### src/design/cplx_pe_pkg.sv
package cplx_pe_pkg;

    ////////////////////////////////////////////////////
    // sizes
    ////////////////////////////////////////////////////
    localparam int data_w     = 16; // one real or imaginary part
    localparam int reg_addr_w = 3;  // 8 registers by default
    localparam int pc_w       = 4;  // 16 instruction slots by default
    localparam int alu_lat    = 3;  // ALU pipeline stages

    // complex word, re on top
    typedef struct packed {
        logic signed [data_w-1:0] re;
        logic signed [data_w-1:0] im;
    } cplx_t;

    typedef enum logic [2:0] {
        op_nop,
        op_cadd,
        op_csub,
        op_cmul,
        op_conj,
        op_loop,
        op_halt
    } opcode_t;

    ////////////////////////////////////////////////////
    // instruction formats
    ////////////////////////////////////////////////////
    typedef struct packed {
        opcode_t                op;
        logic [reg_addr_w-1:0] dst;
        logic [reg_addr_w-1:0] src_a;
        logic [reg_addr_w-1:0] src_b;
        logic                  out_en; // result to dout_pe
        logic                  fwd_en; // result to dout_fwd
        logic [1:0]            pad;
    } alu_fmt_t;

    typedef struct packed {
        opcode_t         op;
        logic [3:0]      count;  // extra passes through the body
        logic [pc_w-1:0] target; // loop start
        logic [4:0]      pad;
    } ctl_fmt_t;

    // opcode sits in the top 3 bits of both views
    typedef union packed {
        alu_fmt_t alu;
        ctl_fmt_t ctl;
    } inst_t;

endpackage
### src/design/pe_issue_if.sv
`timescale 1ns/1ps

interface pe_issue_if import cplx_pe_pkg::*; ();

    // issue side, one cycle after the register read is requested
    logic                  iss_valid;
    opcode_t               iss_op;
    logic [reg_addr_w-1:0] iss_dst;
    logic                  iss_out;
    logic                  iss_fwd;

    // writeback side, alu_lat cycles after issue
    logic                  wb_valid;
    logic [reg_addr_w-1:0] wb_dst;
    cplx_t                 wb_data;
    logic                  wb_out;
    logic                  wb_fwd;

    modport ctrl (
        output iss_valid, iss_op, iss_dst, iss_out, iss_fwd,
        input  wb_valid, wb_dst // scoreboard release
    );

    modport alu (
        input  iss_valid, iss_op, iss_dst, iss_out, iss_fwd,
        output wb_valid, wb_dst, wb_data, wb_out, wb_fwd
    );

    modport mem (
        input wb_valid, wb_dst, wb_data
    );

endinterface

### src/design/pe.sv
`timescale 1ns/1ps

module pe import cplx_pe_pkg::*; #(
    parameter int reg_num    = 8,
    parameter int imem_depth = 16
) (
    input  logic                      clk,
    input  logic                      rst_n,
    input  logic                      din_pe_v,
    input  logic [2*data_w-1:0]       din_pe,
    input  logic                      inst_in_v,
    input  logic [$bits(inst_t)-1:0]  inst_in,
    input  logic                      start,
    output logic                      dout_pe_v,
    output logic [2*data_w-1:0]       dout_pe,
    output logic                      dout_fwd_v,
    output logic [2*data_w-1:0]       dout_fwd,
    output logic                      busy
);

    logic [pc_w-1:0]       fetch_addr;
    inst_t                 fetch_inst;
    logic                  rd_en;
    logic [reg_addr_w-1:0] rd_addr_a, rd_addr_b;
    cplx_t                 rd_data_a, rd_data_b;
    logic                  load_clear;

    pe_issue_if iss_bus ();

    ////////////////////////////////////////////////////
    // blocks
    ////////////////////////////////////////////////////
    pe_inst_mem #(.imem_depth(imem_depth)) u_inst_mem (
        .clk        (clk),
        .rst_n      (rst_n),
        .load_v     (inst_in_v && !busy), // no loads while running
        .load_inst  (inst_in),
        .clear      (load_clear),
        .fetch_addr (fetch_addr),
        .fetch_inst (fetch_inst)
    );

    pe_control #(.reg_num(reg_num), .imem_depth(imem_depth)) u_control (
        .clk        (clk),
        .rst_n      (rst_n),
        .start      (start),
        .fetch_addr (fetch_addr),
        .fetch_inst (fetch_inst),
        .rd_en      (rd_en),
        .rd_addr_a  (rd_addr_a),
        .rd_addr_b  (rd_addr_b),
        .load_clear (load_clear),
        .busy       (busy),
        .iss        (iss_bus.ctrl)
    );

    pe_data_mem #(.reg_num(reg_num)) u_data_mem (
        .clk        (clk),
        .rst_n      (rst_n),
        .load_v     (din_pe_v && !busy),
        .load_data  (din_pe),
        .load_clear (load_clear),
        .rd_en      (rd_en),
        .rd_addr_a  (rd_addr_a),
        .rd_addr_b  (rd_addr_b),
        .rd_data_a  (rd_data_a),
        .rd_data_b  (rd_data_b),
        .wb         (iss_bus.mem)
    );

    complex_alu u_alu (
        .clk   (clk),
        .rst_n (rst_n),
        .op_a  (rd_data_a),
        .op_b  (rd_data_b),
        .alu   (iss_bus.alu)
    );

    // output strobes, one cycle after writeback
    always_ff @(posedge clk or negedge rst_n) begin
        if (!rst_n) begin
            dout_pe_v  <= 1'b0;
            dout_fwd_v <= 1'b0;
        end else begin
            dout_pe_v  <= iss_bus.wb_valid && iss_bus.wb_out;
            dout_fwd_v <= iss_bus.wb_valid && iss_bus.wb_fwd;
        end
    end

    always_ff @(posedge clk) begin
        if (iss_bus.wb_valid && iss_bus.wb_out) begin
            dout_pe <= iss_bus.wb_data;
        end
        if (iss_bus.wb_valid && iss_bus.wb_fwd) begin
            dout_fwd <= iss_bus.wb_data; // same word, second port
        end
    end

endmodule

### src/design/complex_alu.sv
`timescale 1ns/1ps

module complex_alu import cplx_pe_pkg::*; (
    input  logic   clk,
    input  logic   rst_n,
    input  cplx_t  op_a,
    input  cplx_t  op_b,
    pe_issue_if.alu alu
);

    localparam int prod_w = 2 * data_w;

    // tags ride along with the data
    logic [alu_lat-1:0]    v_pipe;
    logic [alu_lat-1:0]    out_pipe;
    logic [alu_lat-1:0]    fwd_pipe;
    logic [reg_addr_w-1:0] dst_pipe [alu_lat];

    opcode_t s1_op;
    cplx_t   s1_a;
    cplx_t   s1_b;

    // re = p_re0 - p_re1, im = p_im0 + p_im1
    logic signed [prod_w-1:0] p_re0, p_re1, p_im0, p_im1;
    cplx_t                    s3_res;

    function automatic logic signed [prod_w-1:0] sx(input logic signed [data_w-1:0] v);
        return v; // sign extend
    endfunction

    ////////////////////////////////////////////////////
    // tag pipeline
    ////////////////////////////////////////////////////
    always_ff @(posedge clk or negedge rst_n) begin
        if (!rst_n) begin
            v_pipe <= '0;
        end else begin
            v_pipe <= {v_pipe[alu_lat-2:0], alu.iss_valid};
        end
    end

    always_ff @(posedge clk) begin
        out_pipe    <= {out_pipe[alu_lat-2:0], alu.iss_out};
        fwd_pipe    <= {fwd_pipe[alu_lat-2:0], alu.iss_fwd};
        dst_pipe[0] <= alu.iss_dst;
        for (int i = 1; i < alu_lat; i++) begin
            dst_pipe[i] <= dst_pipe[i-1];
        end
    end

    // stage 1, capture operands
    always_ff @(posedge clk) begin
        if (alu.iss_valid) begin
            s1_op <= alu.iss_op;
            s1_a  <= op_a;
            s1_b  <= op_b;
        end
    end

    // stage 2, part products or sums
    always_ff @(posedge clk) begin
        if (v_pipe[0]) begin
            p_re0 <= '0;
            p_re1 <= '0;
            p_im0 <= '0;
            p_im1 <= '0;
            case (s1_op)
                op_cadd: begin
                    p_re0 <= sx(s1_a.re) + sx(s1_b.re);
                    p_im0 <= sx(s1_a.im) + sx(s1_b.im);
                end
                op_csub: begin
                    p_re0 <= sx(s1_a.re) - sx(s1_b.re);
                    p_im0 <= sx(s1_a.im) - sx(s1_b.im);
                end
                op_cmul: begin
                    p_re0 <= sx(s1_a.re) * sx(s1_b.re); // ar*br
                    p_re1 <= sx(s1_a.im) * sx(s1_b.im); // ai*bi
                    p_im0 <= sx(s1_a.re) * sx(s1_b.im); // ar*bi
                    p_im1 <= sx(s1_a.im) * sx(s1_b.re); // ai*br
                end
                op_conj: begin
                    p_re0 <= sx(s1_a.re);
                    p_im0 <= -sx(s1_a.im);
                end
                default: ; // nothing else reaches the ALU
            endcase
        end
    end

    // stage 3, combine and wrap to 16 bits per part
    always_ff @(posedge clk) begin
        if (v_pipe[1]) begin
            s3_res.re <= data_w'(p_re0 - p_re1);
            s3_res.im <= data_w'(p_im0 + p_im1);
        end
    end

    assign alu.wb_valid = v_pipe[alu_lat-1];
    assign alu.wb_dst   = dst_pipe[alu_lat-1];
    assign alu.wb_out   = out_pipe[alu_lat-1];
    assign alu.wb_fwd   = fwd_pipe[alu_lat-1];
    assign alu.wb_data  = s3_res;

endmodule

### src/design/pe_data_mem.sv
`timescale 1ns/1ps

module pe_data_mem import cplx_pe_pkg::*; #(
    parameter int reg_num = 8
) (
    input  logic                  clk,
    input  logic                  rst_n,
    input  logic                  load_v,     // host operand, next slot
    input  cplx_t                 load_data,
    input  logic                  load_clear,
    input  logic                  rd_en,
    input  logic [reg_addr_w-1:0] rd_addr_a,
    input  logic [reg_addr_w-1:0] rd_addr_b,
    output cplx_t                 rd_data_a,  // one cycle after rd_en
    output cplx_t                 rd_data_b,
    pe_issue_if.mem               wb
);

    localparam int ptr_w = $clog2(reg_num) + 1;

    cplx_t            regs [reg_num];
    logic [ptr_w-1:0] load_ptr;
    logic             load_ok;
    logic             wb_ok;

    assign load_ok = load_v && (load_ptr < ptr_w'(reg_num)); // extra words dropped
    assign wb_ok   = wb.wb_valid && (int'(wb.wb_dst) < reg_num);

    ////////////////////////////////////////////////////
    // load pointer
    ////////////////////////////////////////////////////
    always_ff @(posedge clk or negedge rst_n) begin
        if (!rst_n) begin
            load_ptr <= '0;
        end else if (load_clear) begin
            load_ptr <= '0;
        end else if (load_ok) begin
            load_ptr <= load_ptr + 1'b1;
        end
    end

    ////////////////////////////////////////////////////
    // register file
    ////////////////////////////////////////////////////
    always_ff @(posedge clk) begin
        if (wb_ok) begin
            regs[wb.wb_dst] <= wb.wb_data; // writeback has priority
        end else if (load_ok) begin
            regs[load_ptr[ptr_w-2:0]] <= load_data;
        end
    end

    // two registered read ports, no bypass
    // scoreboard keeps reads clear of a same-cycle writeback
    always_ff @(posedge clk) begin
        if (rd_en) begin
            rd_data_a <= regs[rd_addr_a];
            rd_data_b <= regs[rd_addr_b];
        end
    end

endmodule

### src/design/pe_control.sv
`timescale 1ns/1ps

module pe_control import cplx_pe_pkg::*; #(
    parameter int reg_num    = 8,
    parameter int imem_depth = 16
) (
    input  logic                  clk,
    input  logic                  rst_n,
    input  logic                  start,
    output logic [pc_w-1:0]       fetch_addr,
    input  inst_t                 fetch_inst,
    output logic                  rd_en,
    output logic [reg_addr_w-1:0] rd_addr_a,
    output logic [reg_addr_w-1:0] rd_addr_b,
    output logic                  load_clear,
    output logic                  busy,
    pe_issue_if.ctrl              iss
);

    localparam int cnt_w = $clog2(alu_lat + 2);

    logic            run;       // fetching
    logic            dec_v;     // fetch_inst holds a live instruction
    logic [pc_w-1:0] dec_pc;    // address of fetch_inst
    logic            loop_act;
    logic [3:0]      loop_left;

    logic [cnt_w-1:0] pend [reg_num]; // writebacks in flight per register
    logic             any_pend;

    opcode_t dec_op;
    logic    is_alu, need_b, hazard, stall, issue;
    logic    take_jump, last_slot, stop;

    ////////////////////////////////////////////////////
    // decode
    ////////////////////////////////////////////////////
    assign dec_op = fetch_inst.alu.op; // same bits in ctl view
    assign is_alu = dec_op inside {op_cadd, op_csub, op_cmul, op_conj};
    assign need_b = (dec_op != op_conj); // conj reads a only

    assign hazard = (pend[fetch_inst.alu.src_a] != '0)
                 || (need_b && (pend[fetch_inst.alu.src_b] != '0))
                 || (pend[fetch_inst.alu.dst] != '0); // keeps writebacks in order

    assign stall = dec_v && is_alu && hazard;
    assign issue = dec_v && is_alu && !hazard;

    // first visit arms the counter, later visits count it down
    assign take_jump = dec_v && (dec_op == op_loop)
                    && (loop_act ? (loop_left != 4'd0) : (fetch_inst.ctl.count != 4'd0));

    assign last_slot = (dec_pc == pc_w'(imem_depth - 1));
    assign stop      = dec_v && !stall && !take_jump
                    && ((dec_op == op_halt) || last_slot); // falling off the end = halt

    // next fetch, stall replays the same slot
    always_comb begin
        if (!dec_v) begin
            fetch_addr = '0; // first fetch after start
        end else if (stall) begin
            fetch_addr = dec_pc;
        end else if (take_jump) begin
            fetch_addr = fetch_inst.ctl.target;
        end else begin
            fetch_addr = dec_pc + 1'b1;
        end
    end

    assign rd_en      = issue;
    assign rd_addr_a  = fetch_inst.alu.src_a;
    assign rd_addr_b  = fetch_inst.alu.src_b;
    assign load_clear = start && !busy; // accepted start

    ////////////////////////////////////////////////////
    // sequencer
    ////////////////////////////////////////////////////
    always_ff @(posedge clk or negedge rst_n) begin
        if (!rst_n) begin
            busy      <= 1'b0;
            run       <= 1'b0;
            dec_v     <= 1'b0;
            dec_pc    <= '0;
            loop_act  <= 1'b0;
            loop_left <= '0;
        end else if (load_clear) begin
            busy     <= 1'b1;
            run      <= 1'b1;
            dec_v    <= 1'b0;
            loop_act <= 1'b0;
        end else begin
            if (run) begin
                dec_v  <= !stop;
                dec_pc <= fetch_addr;
                if (stop) begin
                    run <= 1'b0;
                end
            end
            if (dec_v && (dec_op == op_loop)) begin
                if (!loop_act) begin
                    if (fetch_inst.ctl.count != 4'd0) begin
                        loop_act  <= 1'b1;
                        loop_left <= fetch_inst.ctl.count - 4'd1;
                    end
                end else if (loop_left == 4'd0) begin
                    loop_act <= 1'b0; // done, fall through
                end else begin
                    loop_left <= loop_left - 4'd1;
                end
            end
            if (busy && !run && !any_pend) begin
                busy <= 1'b0; // halted and drained
            end
        end
    end

    ////////////////////////////////////////////////////
    // scoreboard
    ////////////////////////////////////////////////////
    always_ff @(posedge clk or negedge rst_n) begin
        if (!rst_n) begin
            for (int i = 0; i < reg_num; i++) begin
                pend[i] <= '0;
            end
        end else begin
            for (int i = 0; i < reg_num; i++) begin
                pend[i] <= pend[i]
                         + cnt_w'(issue && (fetch_inst.alu.dst == reg_addr_w'(i)))
                         - cnt_w'(iss.wb_valid && (iss.wb_dst == reg_addr_w'(i)));
            end
        end
    end

    always_comb begin
        any_pend = 1'b0;
        for (int i = 0; i < reg_num; i++) begin
            any_pend = any_pend | (pend[i] != '0);
        end
    end

    // issue tags line up with the operands out of the register file
    always_ff @(posedge clk or negedge rst_n) begin
        if (!rst_n) begin
            iss.iss_valid <= 1'b0;
        end else begin
            iss.iss_valid <= issue;
        end
    end

    always_ff @(posedge clk) begin
        iss.iss_op  <= dec_op;
        iss.iss_dst <= fetch_inst.alu.dst;
        iss.iss_out <= fetch_inst.alu.out_en;
        iss.iss_fwd <= fetch_inst.alu.fwd_en;
    end

endmodule

### src/design/pe_inst_mem.sv
`timescale 1ns/1ps

module pe_inst_mem import cplx_pe_pkg::*; #(
    parameter int imem_depth = 16
) (
    input  logic            clk,
    input  logic            rst_n,
    input  logic            load_v,     // one instruction per cycle
    input  inst_t           load_inst,
    input  logic            clear,      // rewind load pointer
    input  logic [pc_w-1:0] fetch_addr,
    output inst_t           fetch_inst  // one cycle after fetch_addr
);

    // one spare bit so the pointer can sit past the end
    localparam int ptr_w = $clog2(imem_depth) + 1;

    inst_t            mem [imem_depth];
    logic [ptr_w-1:0] load_ptr;
    logic             load_ok;

    assign load_ok = load_v && (load_ptr < ptr_w'(imem_depth)); // drop overflow

    ////////////////////////////////////////////////////
    // load pointer
    ////////////////////////////////////////////////////
    always_ff @(posedge clk or negedge rst_n) begin
        if (!rst_n) begin
            load_ptr <= '0;
        end else if (clear) begin
            load_ptr <= '0;
        end else if (load_ok) begin
            load_ptr <= load_ptr + 1'b1; // saturates at imem_depth
        end
    end

    // program store
    always_ff @(posedge clk) begin
        if (load_ok) begin
            mem[load_ptr[ptr_w-2:0]] <= load_inst;
        end
    end

    // registered fetch, decoder sees it next cycle
    always_ff @(posedge clk) begin
        fetch_inst <= mem[fetch_addr];
    end

endmodule

### config.mk
export PLATFORM = sky130hd
export DESIGN_NAME = pe
export DESIGN_NICKNAME = d
export VERILOG_FILES = /design/src/design/cplx_pe_pkg.sv /design/src/design/pe_issue_if.sv /design/src/design/pe.sv /design/src/design/complex_alu.sv /design/src/design/pe_data_mem.sv /design/src/design/pe_control.sv /design/src/design/pe_inst_mem.sv
export SDC_FILE = /design/constraint.sdc
export NUM_CORES = 2
export LEC_CHECK = 0
export BUFFER_PORTS_ARGS = -buffer_cell sky130_fd_sc_hd__buf_2
export CORE_ASPECT_RATIO = 1.2
export CORE_MARGIN = 3
export CORE_UTILIZATION = 25
export DETAILED_ROUTE_END_ITERATION = 7
export PLACE_DENSITY_LB_ADDON = 0.15
export SLEW_MARGIN = 40
export SYNTH_ARGS = -nofsm -noshare
export SYNTH_HDL_FRONTEND = slang
export SYNTH_HIERARCHICAL = 1
export SYNTH_SLANG_ARGS = --single-unit
### constraint.sdc
create_clock -name clk -period 15.39 [get_ports clk]
set_clock_uncertainty 0.2 [all_clocks]
set_input_delay 2.3085 -clock clk [delete_from_list [all_inputs] [get_ports clk]]
set_output_delay 2.3085 -clock clk [all_outputs]
set_load 0.05 [all_outputs]
[After elaboration in Yosys (flattened, before gate mapping)]
Memory sizes are Yosys's and may differ from the RTL's. A register that Yosys moved wholly into a read port is not among the register bits.
Index checks and enable logic that the tools add are counted.
Operators by class
  multiply operators: 4
  muxes and demuxes: 44
  $lt $le $gt $ge: 5
  add/subtract/negate cells: 28
  reduce and logical (&&, ||, !) cells: 70
  bitwise gates (word level): 11
  eq/ne operators: 27
Operators with widths (number)
  $pmux 16 s4: 2
  $mul 16x16->16: 4
  $add 16x16->16: 3
  $sub 16x16->16: 3
  $eq 3x3->1 const B: 12
  $logic_and 1x1->1: 34
  $reduce_bool 3->1: 11
  $mux 32: 1
  $mux 4: 8
  $reduce_or 32->1: 1
  $bmux 3 s3: 3
  $add 3x1->3: 8
  $eq 3x2->1 const B: 8
  $sub 3x1->3: 8
  $mux 1: 21
  $mux 3: 7
  $neg 16->16: 1
  $eq 3x1->1 const B: 4
  $ge 4x4->1 const B: 3
  $not 3->4: 3
  $reduce_bool 2->1: 6
  $reduce_bool 4->1: 3
  $mux 5: 2
  $add 4x1->4 const B: 2
  other kinds (15): 31
Word-level totals
  output and inout port bits: 67
  register bits: 292
  logic and storage cells: 231
  memory bits (writable): 521
  memories kept: 3
  input bits: 53
Memories
  u_data_mem.regs: words 8, bits a word 32, rd ports 2, clocked after Yosys merged registers in 2, write ports 1, line pe_data_mem.sv:21  | cplx_t regs [reg_num];
  u_inst_mem.mem: words 16, bits a word 16, rd ports 1, clocked after Yosys merged registers in 1, write ports 1, line pe_inst_mem.sv:18  | inst_t mem [imem_depth];
  u_alu.dst_pipe: words 3, bits a word 3, rd ports 3, clocked after Yosys merged registers in 0, write ports 3, line complex_alu.sv:17  | logic [reg_addr_w-1:0] dst_pipe [alu_lat];

[Logic depth before layout (Yosys ltp)]
  depth after elaboration: 16
  depth in mapped cells: 24
  depth with buffers taken out: 23

[Cells and area by module]
Netlist, hierarchy kept.
By module, submodules not included
  complex_alu: sequential area each 5270.1 um^2, area each 26231.4 um^2, cells each 2844, times used 1
  pe_data_mem: sequential area each 9709.3 um^2, area each 14491.4 um^2, cells each 625, times used 1
  pe_inst_mem: sequential area each 8132.8 um^2, area each 10302.4 um^2, cells each 460, times used 1
  pe_control: sequential area each 1086.0 um^2, area each 2711.4 um^2, cells each 257, times used 1
  pe: sequential area each 1971.9 um^2, area each 1996.9 um^2, cells each 70, times used 1

[Worst setup path after synthesis]
Ideal clock, no wire load.
  path kind: reg-to-reg
  from: register u_alu/s1_b[17] (netlist name)
  to: register u_alu.p_re0[14] (data pin)
  stages on the path, launching flop included: 21
  buffers on the path: 2
  period minus slack after synthesis: 5.963 ns
  library setup time: 0.259 ns
  setup slack: 9.427 ns
  data arrival time: 5.504 ns
  data required time: 14.931 ns
  cell sequence: edfxtp_1 -> clkbuf_1 -> clkbuf_1 -> nand2_1 -> fa_1 -> fa_1 -> fa_1 -> fa_1 -> inv_1 -> fa_1 -> inv_1 -> fa_1 -> inv_1 -> ha_1 -> nand3_1 -> nand2_1 -> a41o_1 -> o41ai_1 -> xnor2_1 -> nor2_1 -> a211o_1
On the way
  longest elaborated chain between the ends: 2
  elaborated cells on any way between the ends: 4
  classes of those cells: add/sub (2); mul (1); mux (1)
Ends and longest elaborated chain
  start: declaration: line complex_alu.sv:21  | cplx_t s1_b;
  start signal: assignment: line complex_alu.sv:56  | s1_b <= op_b;
  $mul 16x16->16 (tied with other cells): line complex_alu.sv:77  | p_re0 <= sx(s1_a.re) * sx(s1_b.re);
  $pmux 16 s4 (*): line complex_alu.sv:67  | case (s1_op)
  end signal: assignment: line complex_alu.sv:69  | p_re0 <= sx(s1_a.re) + sx(s1_b.re);
  end signal: assignment: line complex_alu.sv:73  | p_re0 <= sx(s1_a.re) - sx(s1_b.re);
  end signal: assignment: line complex_alu.sv:77
  end: declaration: line complex_alu.sv:24  | logic signed [prod_w-1:0] p_re0, p_re1, p_im0, p_im1;
Every way passes the cells marked *; elsewhere a longest branch is shown, timed or not.
A chain may end at the register's enable or synchronous reset.

[Worst setup path after layout]
  from: register u_alu/s1_a[16] (netlist name)
  to: register u_alu.p_re0[14] (data pin)
On the way
  longest elaborated chain between the ends: 2
  elaborated cells on any way between the ends: 4
  classes of those cells: add/sub (2); mul (1); mux (1)
Ends and longest elaborated chain
  start: declaration: line complex_alu.sv:20  | cplx_t s1_a;
  start signal: assignment: line complex_alu.sv:55  | s1_a <= op_a;
  $mul 16x16->16 (tied with other cells): line complex_alu.sv:77
  $pmux 16 s4 (*): line complex_alu.sv:67
Marked as above.

==> impl_metrics.tcl <==
set metrics [dict create \
    run_status "finished clean" \
    boundaryPins 120 \
    power.switching_fraction_pct 44.4 \
    floorplan.die.width_um 432 \
    max_h_tree_level 3 \
    drt_wl_total_um 169000 \
    r2r_setup_slack_ns 8.86 \
    timing.critical_path.from_type "register" \
    cp_data_required_time_ns 15.62 \
    combinational_power_share_pct 64.6 \
    detail_route.drc_violations 0 \
    cap_viol_max_count 0 \
    clock_tree.root_cell "clkbuf_16" \
    postSynthAreaPerCell_um2 13.0 \
    leakagePower_uw 0.0239 \
    max_freq_mhz 153 \
    cts_setup_buffers 0 \
    gate_count_of_the_mapped_netlist 4208 \
    cts.sinks 859 \
    holdCritPathClass "reg2reg" \
    post_cts_hold_buffer_count 0 \
    drt_first_iter_violations 1847 \
    post_synth_instance_area_um2 54500 \
    grtUsageMet3_pct 1.29 \
    grt_start_max_net_pins 58 \
    num_vias 32600 \
    power_per_cell_area_nw_per_um2 244 \
    grt_pass1_vias 35300 \
    fillers 22400 \
    report.final.slew_viol_count 0 \
    place_hpwl_um 114000 \
    setup_violations 0 \
    hold-path-cell-count 0 \
    core_area_um2 217000 \
    groute.layer.met1.usage_pct 17.5 \
    seqPwrFrac_pct 21.4 \
    ys_warn_count 6 \
    grtUsageMet2_pct 28.7 \
    cts.path.max_buffers 3 \
    final_critical_path_setup_slack_ns 8.86 \
    timing.critical_path.arrival_ns 6.76 \
    path_max_fanout 17 \
    net_count_reported_at_finish 5020 \
    synth.net_count 4921 \
    gp_routability_congestion 0.796 \
    worst_slew_pin_slew_ns 0.906 \
    drive_above_1_share_pct 13.9 \
    cts_tree "yes" \
    rsz0062_at_grt "no" \
    intPower_uw 8350 \
    clkLatencyLatePin_ns 0.69 \
    area_growth_syn_to_layout_pct 12.8 \
    criticalPathCategory "reg2reg" \
    clk_pin_slew_ns 0.07 \
    cts_repair_resize_count 0 \
    floorplan.die_area_um2 224000 \
    die-height_um 518 \
    rr_worst_depth 21 \
    worst_slew_margin_relative_to_its_limit_pct 39.6 \
    endpoint_of_the_lowest_slack_register_to_register_path "u_alu/p_re0[14]" \
    hp-start "u_alu/dst_pipe[0][1]" \
    grt_antenna_before_repair 21 \
    starting_density_of_the_core_pct 25.2 \
    power_frac_clock_pct 14.0 \
    io_buffer_count 117 \
    critical_path.reg2reg.startpoint "u_alu/s1_a[16]" \
    top_usage_layer "met2" \
    grt-ovfl-total 0 \
    fin_crit_sh_pct 42.4 \
    core.rowCount 187 \
    grt_first_pass_wirelength_um 245000 \
    detail_route.first_pass.iterations 5 \
    tritoncts.num_buffers 86 \
    wire_per_inst_um 23.4 \
    irDropWorstVdd_mv 0.270 \
    ant_nets 0 \
    fin_setup_tns_ns 0 \
    hold_violations 0 \
    p_sw_uw 6680 \
    vias_per_cell 4.51 \
    tot_gr_track_use_pct 15.0 \
    timing.final.crit_period_ns 6.53 \
    preCtsSetupSlack_ns 8.78 \
    timing.hold.worst_endpoint "u_alu/dst_pipe[0][4]" \
    crit_path_end_kind "register" \
]
-- layout make-up --
cell class                 instances  area (um^2)  share of cell area [%]
tap                             2835         3550                    5.77
inverter                         566         2120                    3.46
clock buffer                     104         2240                    3.65
clock inverter                    50          528                   0.859
multi-input combinational       2572        26400                    42.9
antenna                           12         30.0                  0.0489
timing repair buffer             222         1420                    2.31
sequential                       859        25200                    41.0
-- layout by cell type, fill, tap and decap left out, drive strengths merged, types with 51 or more instances in the layout --
cell type / n
edfxtp: 771
inv: 572
nand2: 364
ha: 332
fa: 328
and2: 272
buf: 222
xnor2: 206
mux4: 187
nor2: 138
mux2: 106
clkbuf: 104
a21oi: 91
o21ai: 73
xor2: 66
nor3: 55
dfrtp: 51
-- state kept, by name, summed over array words and instances (netlist names), 5 cells and up --
signal / count
u_control/pend: 24
u_alu/s1_a: 32
u_inst_mem/mem: 224
u_alu/s1_b: 32
u_inst_mem/fetch_inst: 14
u_data_mem/rd_data_b: 32
u_alu/dst_pipe: 9
u_alu/alu.wb_data: 32
u_alu/p_im1: 16
dout_fwd: 32
u_inst_mem/load_ptr: 5
u_data_mem/regs: 256
u_alu/p_re1: 16
dout_pe: 32
u_data_mem/rd_data_a: 32
u_alu/p_im0: 16
u_alu/p_re0: 16
-- stage by stage --
step	hold slack (ns)	area (um^2)	power [uW]	std cells	util [%]
after floorplan	0.110	54500	10300	4208	-
after global placement	0.110	58500	13200	7051	27.0
after detailed placement	0.112	58600	13100	7052	27.1
after CTS	0.127	61400	15400	7206	28.3
after global routing	0.131	61400	16400	7214	28.4
final	0.126	61500	15000	7220	28.4
-- how the worst max path moves through the flow --
| stage | start | endpoint | slack, ns | depth (start not counted) |
|---|---|---|---|---|
| 2_1_floorplan | u_alu/s1_b[17] | u_alu/p_re0[14] | 9.43 | 20 |
| 3_3_place_gp | u_alu/s1_a[16] | u_alu/p_re0[15] | 8.76 | 25 |
| 3_5_place_dp | u_alu/s1_a[16] | u_alu/p_re0[15] | 8.78 | 25 |
| 4_1_cts | u_alu/s1_a[16] | u_alu/p_re0[15] | 8.76 | 25 |
| 5_1_grt | u_alu/s1_a[16] | u_alu/p_re0[14] | 8.54 | 21 |
| 6_report | u_alu/s1_a[16] | u_alu/p_re0[14] | 8.86 | 21 |
-- worst max-delay path, cell delays in order, from the launching register on --
cell and delay (ns):
edfxtp_1 0.35, buf_4 0.27, buf_4 0.40, inv_1 0.37, nor2_1 0.43, ha_1 0.22
inv_1 0.05, fa_1 0.39, inv_1 0.07, ha_1 0.14, inv_1 0.05, fa_1 0.46
fa_1 0.51, fa_1 0.50, inv_1 0.04, ha_1 0.22, o41a_1 0.45, a41o_1 0.28
o41ai_1 0.31, xnor2_1 0.19, nor2_1 0.08, a211o_1 0.28
-- power by group through the flow --
stage	clock network [uW]	logic, uW	registers, uW
6_report	2110	9700	3210
5_1_grt	2280	10900	3250
4_1_cts	2190	9960	3250
3_5_place_dp	0	9840	3300
3_3_place_gp	0	9880	3300
2_1_floorplan	0	7150	3160
-- metal layers --
metal | vias up | part of all wire (%)
li1 | 14800 | -
met1 | 17000 | 40
met2 | 556 | 54
met3 | 183 | 2.8
met4 | 2 | 3.2
met5 | - | 0.0053
(Power assumes the default switching activity.)
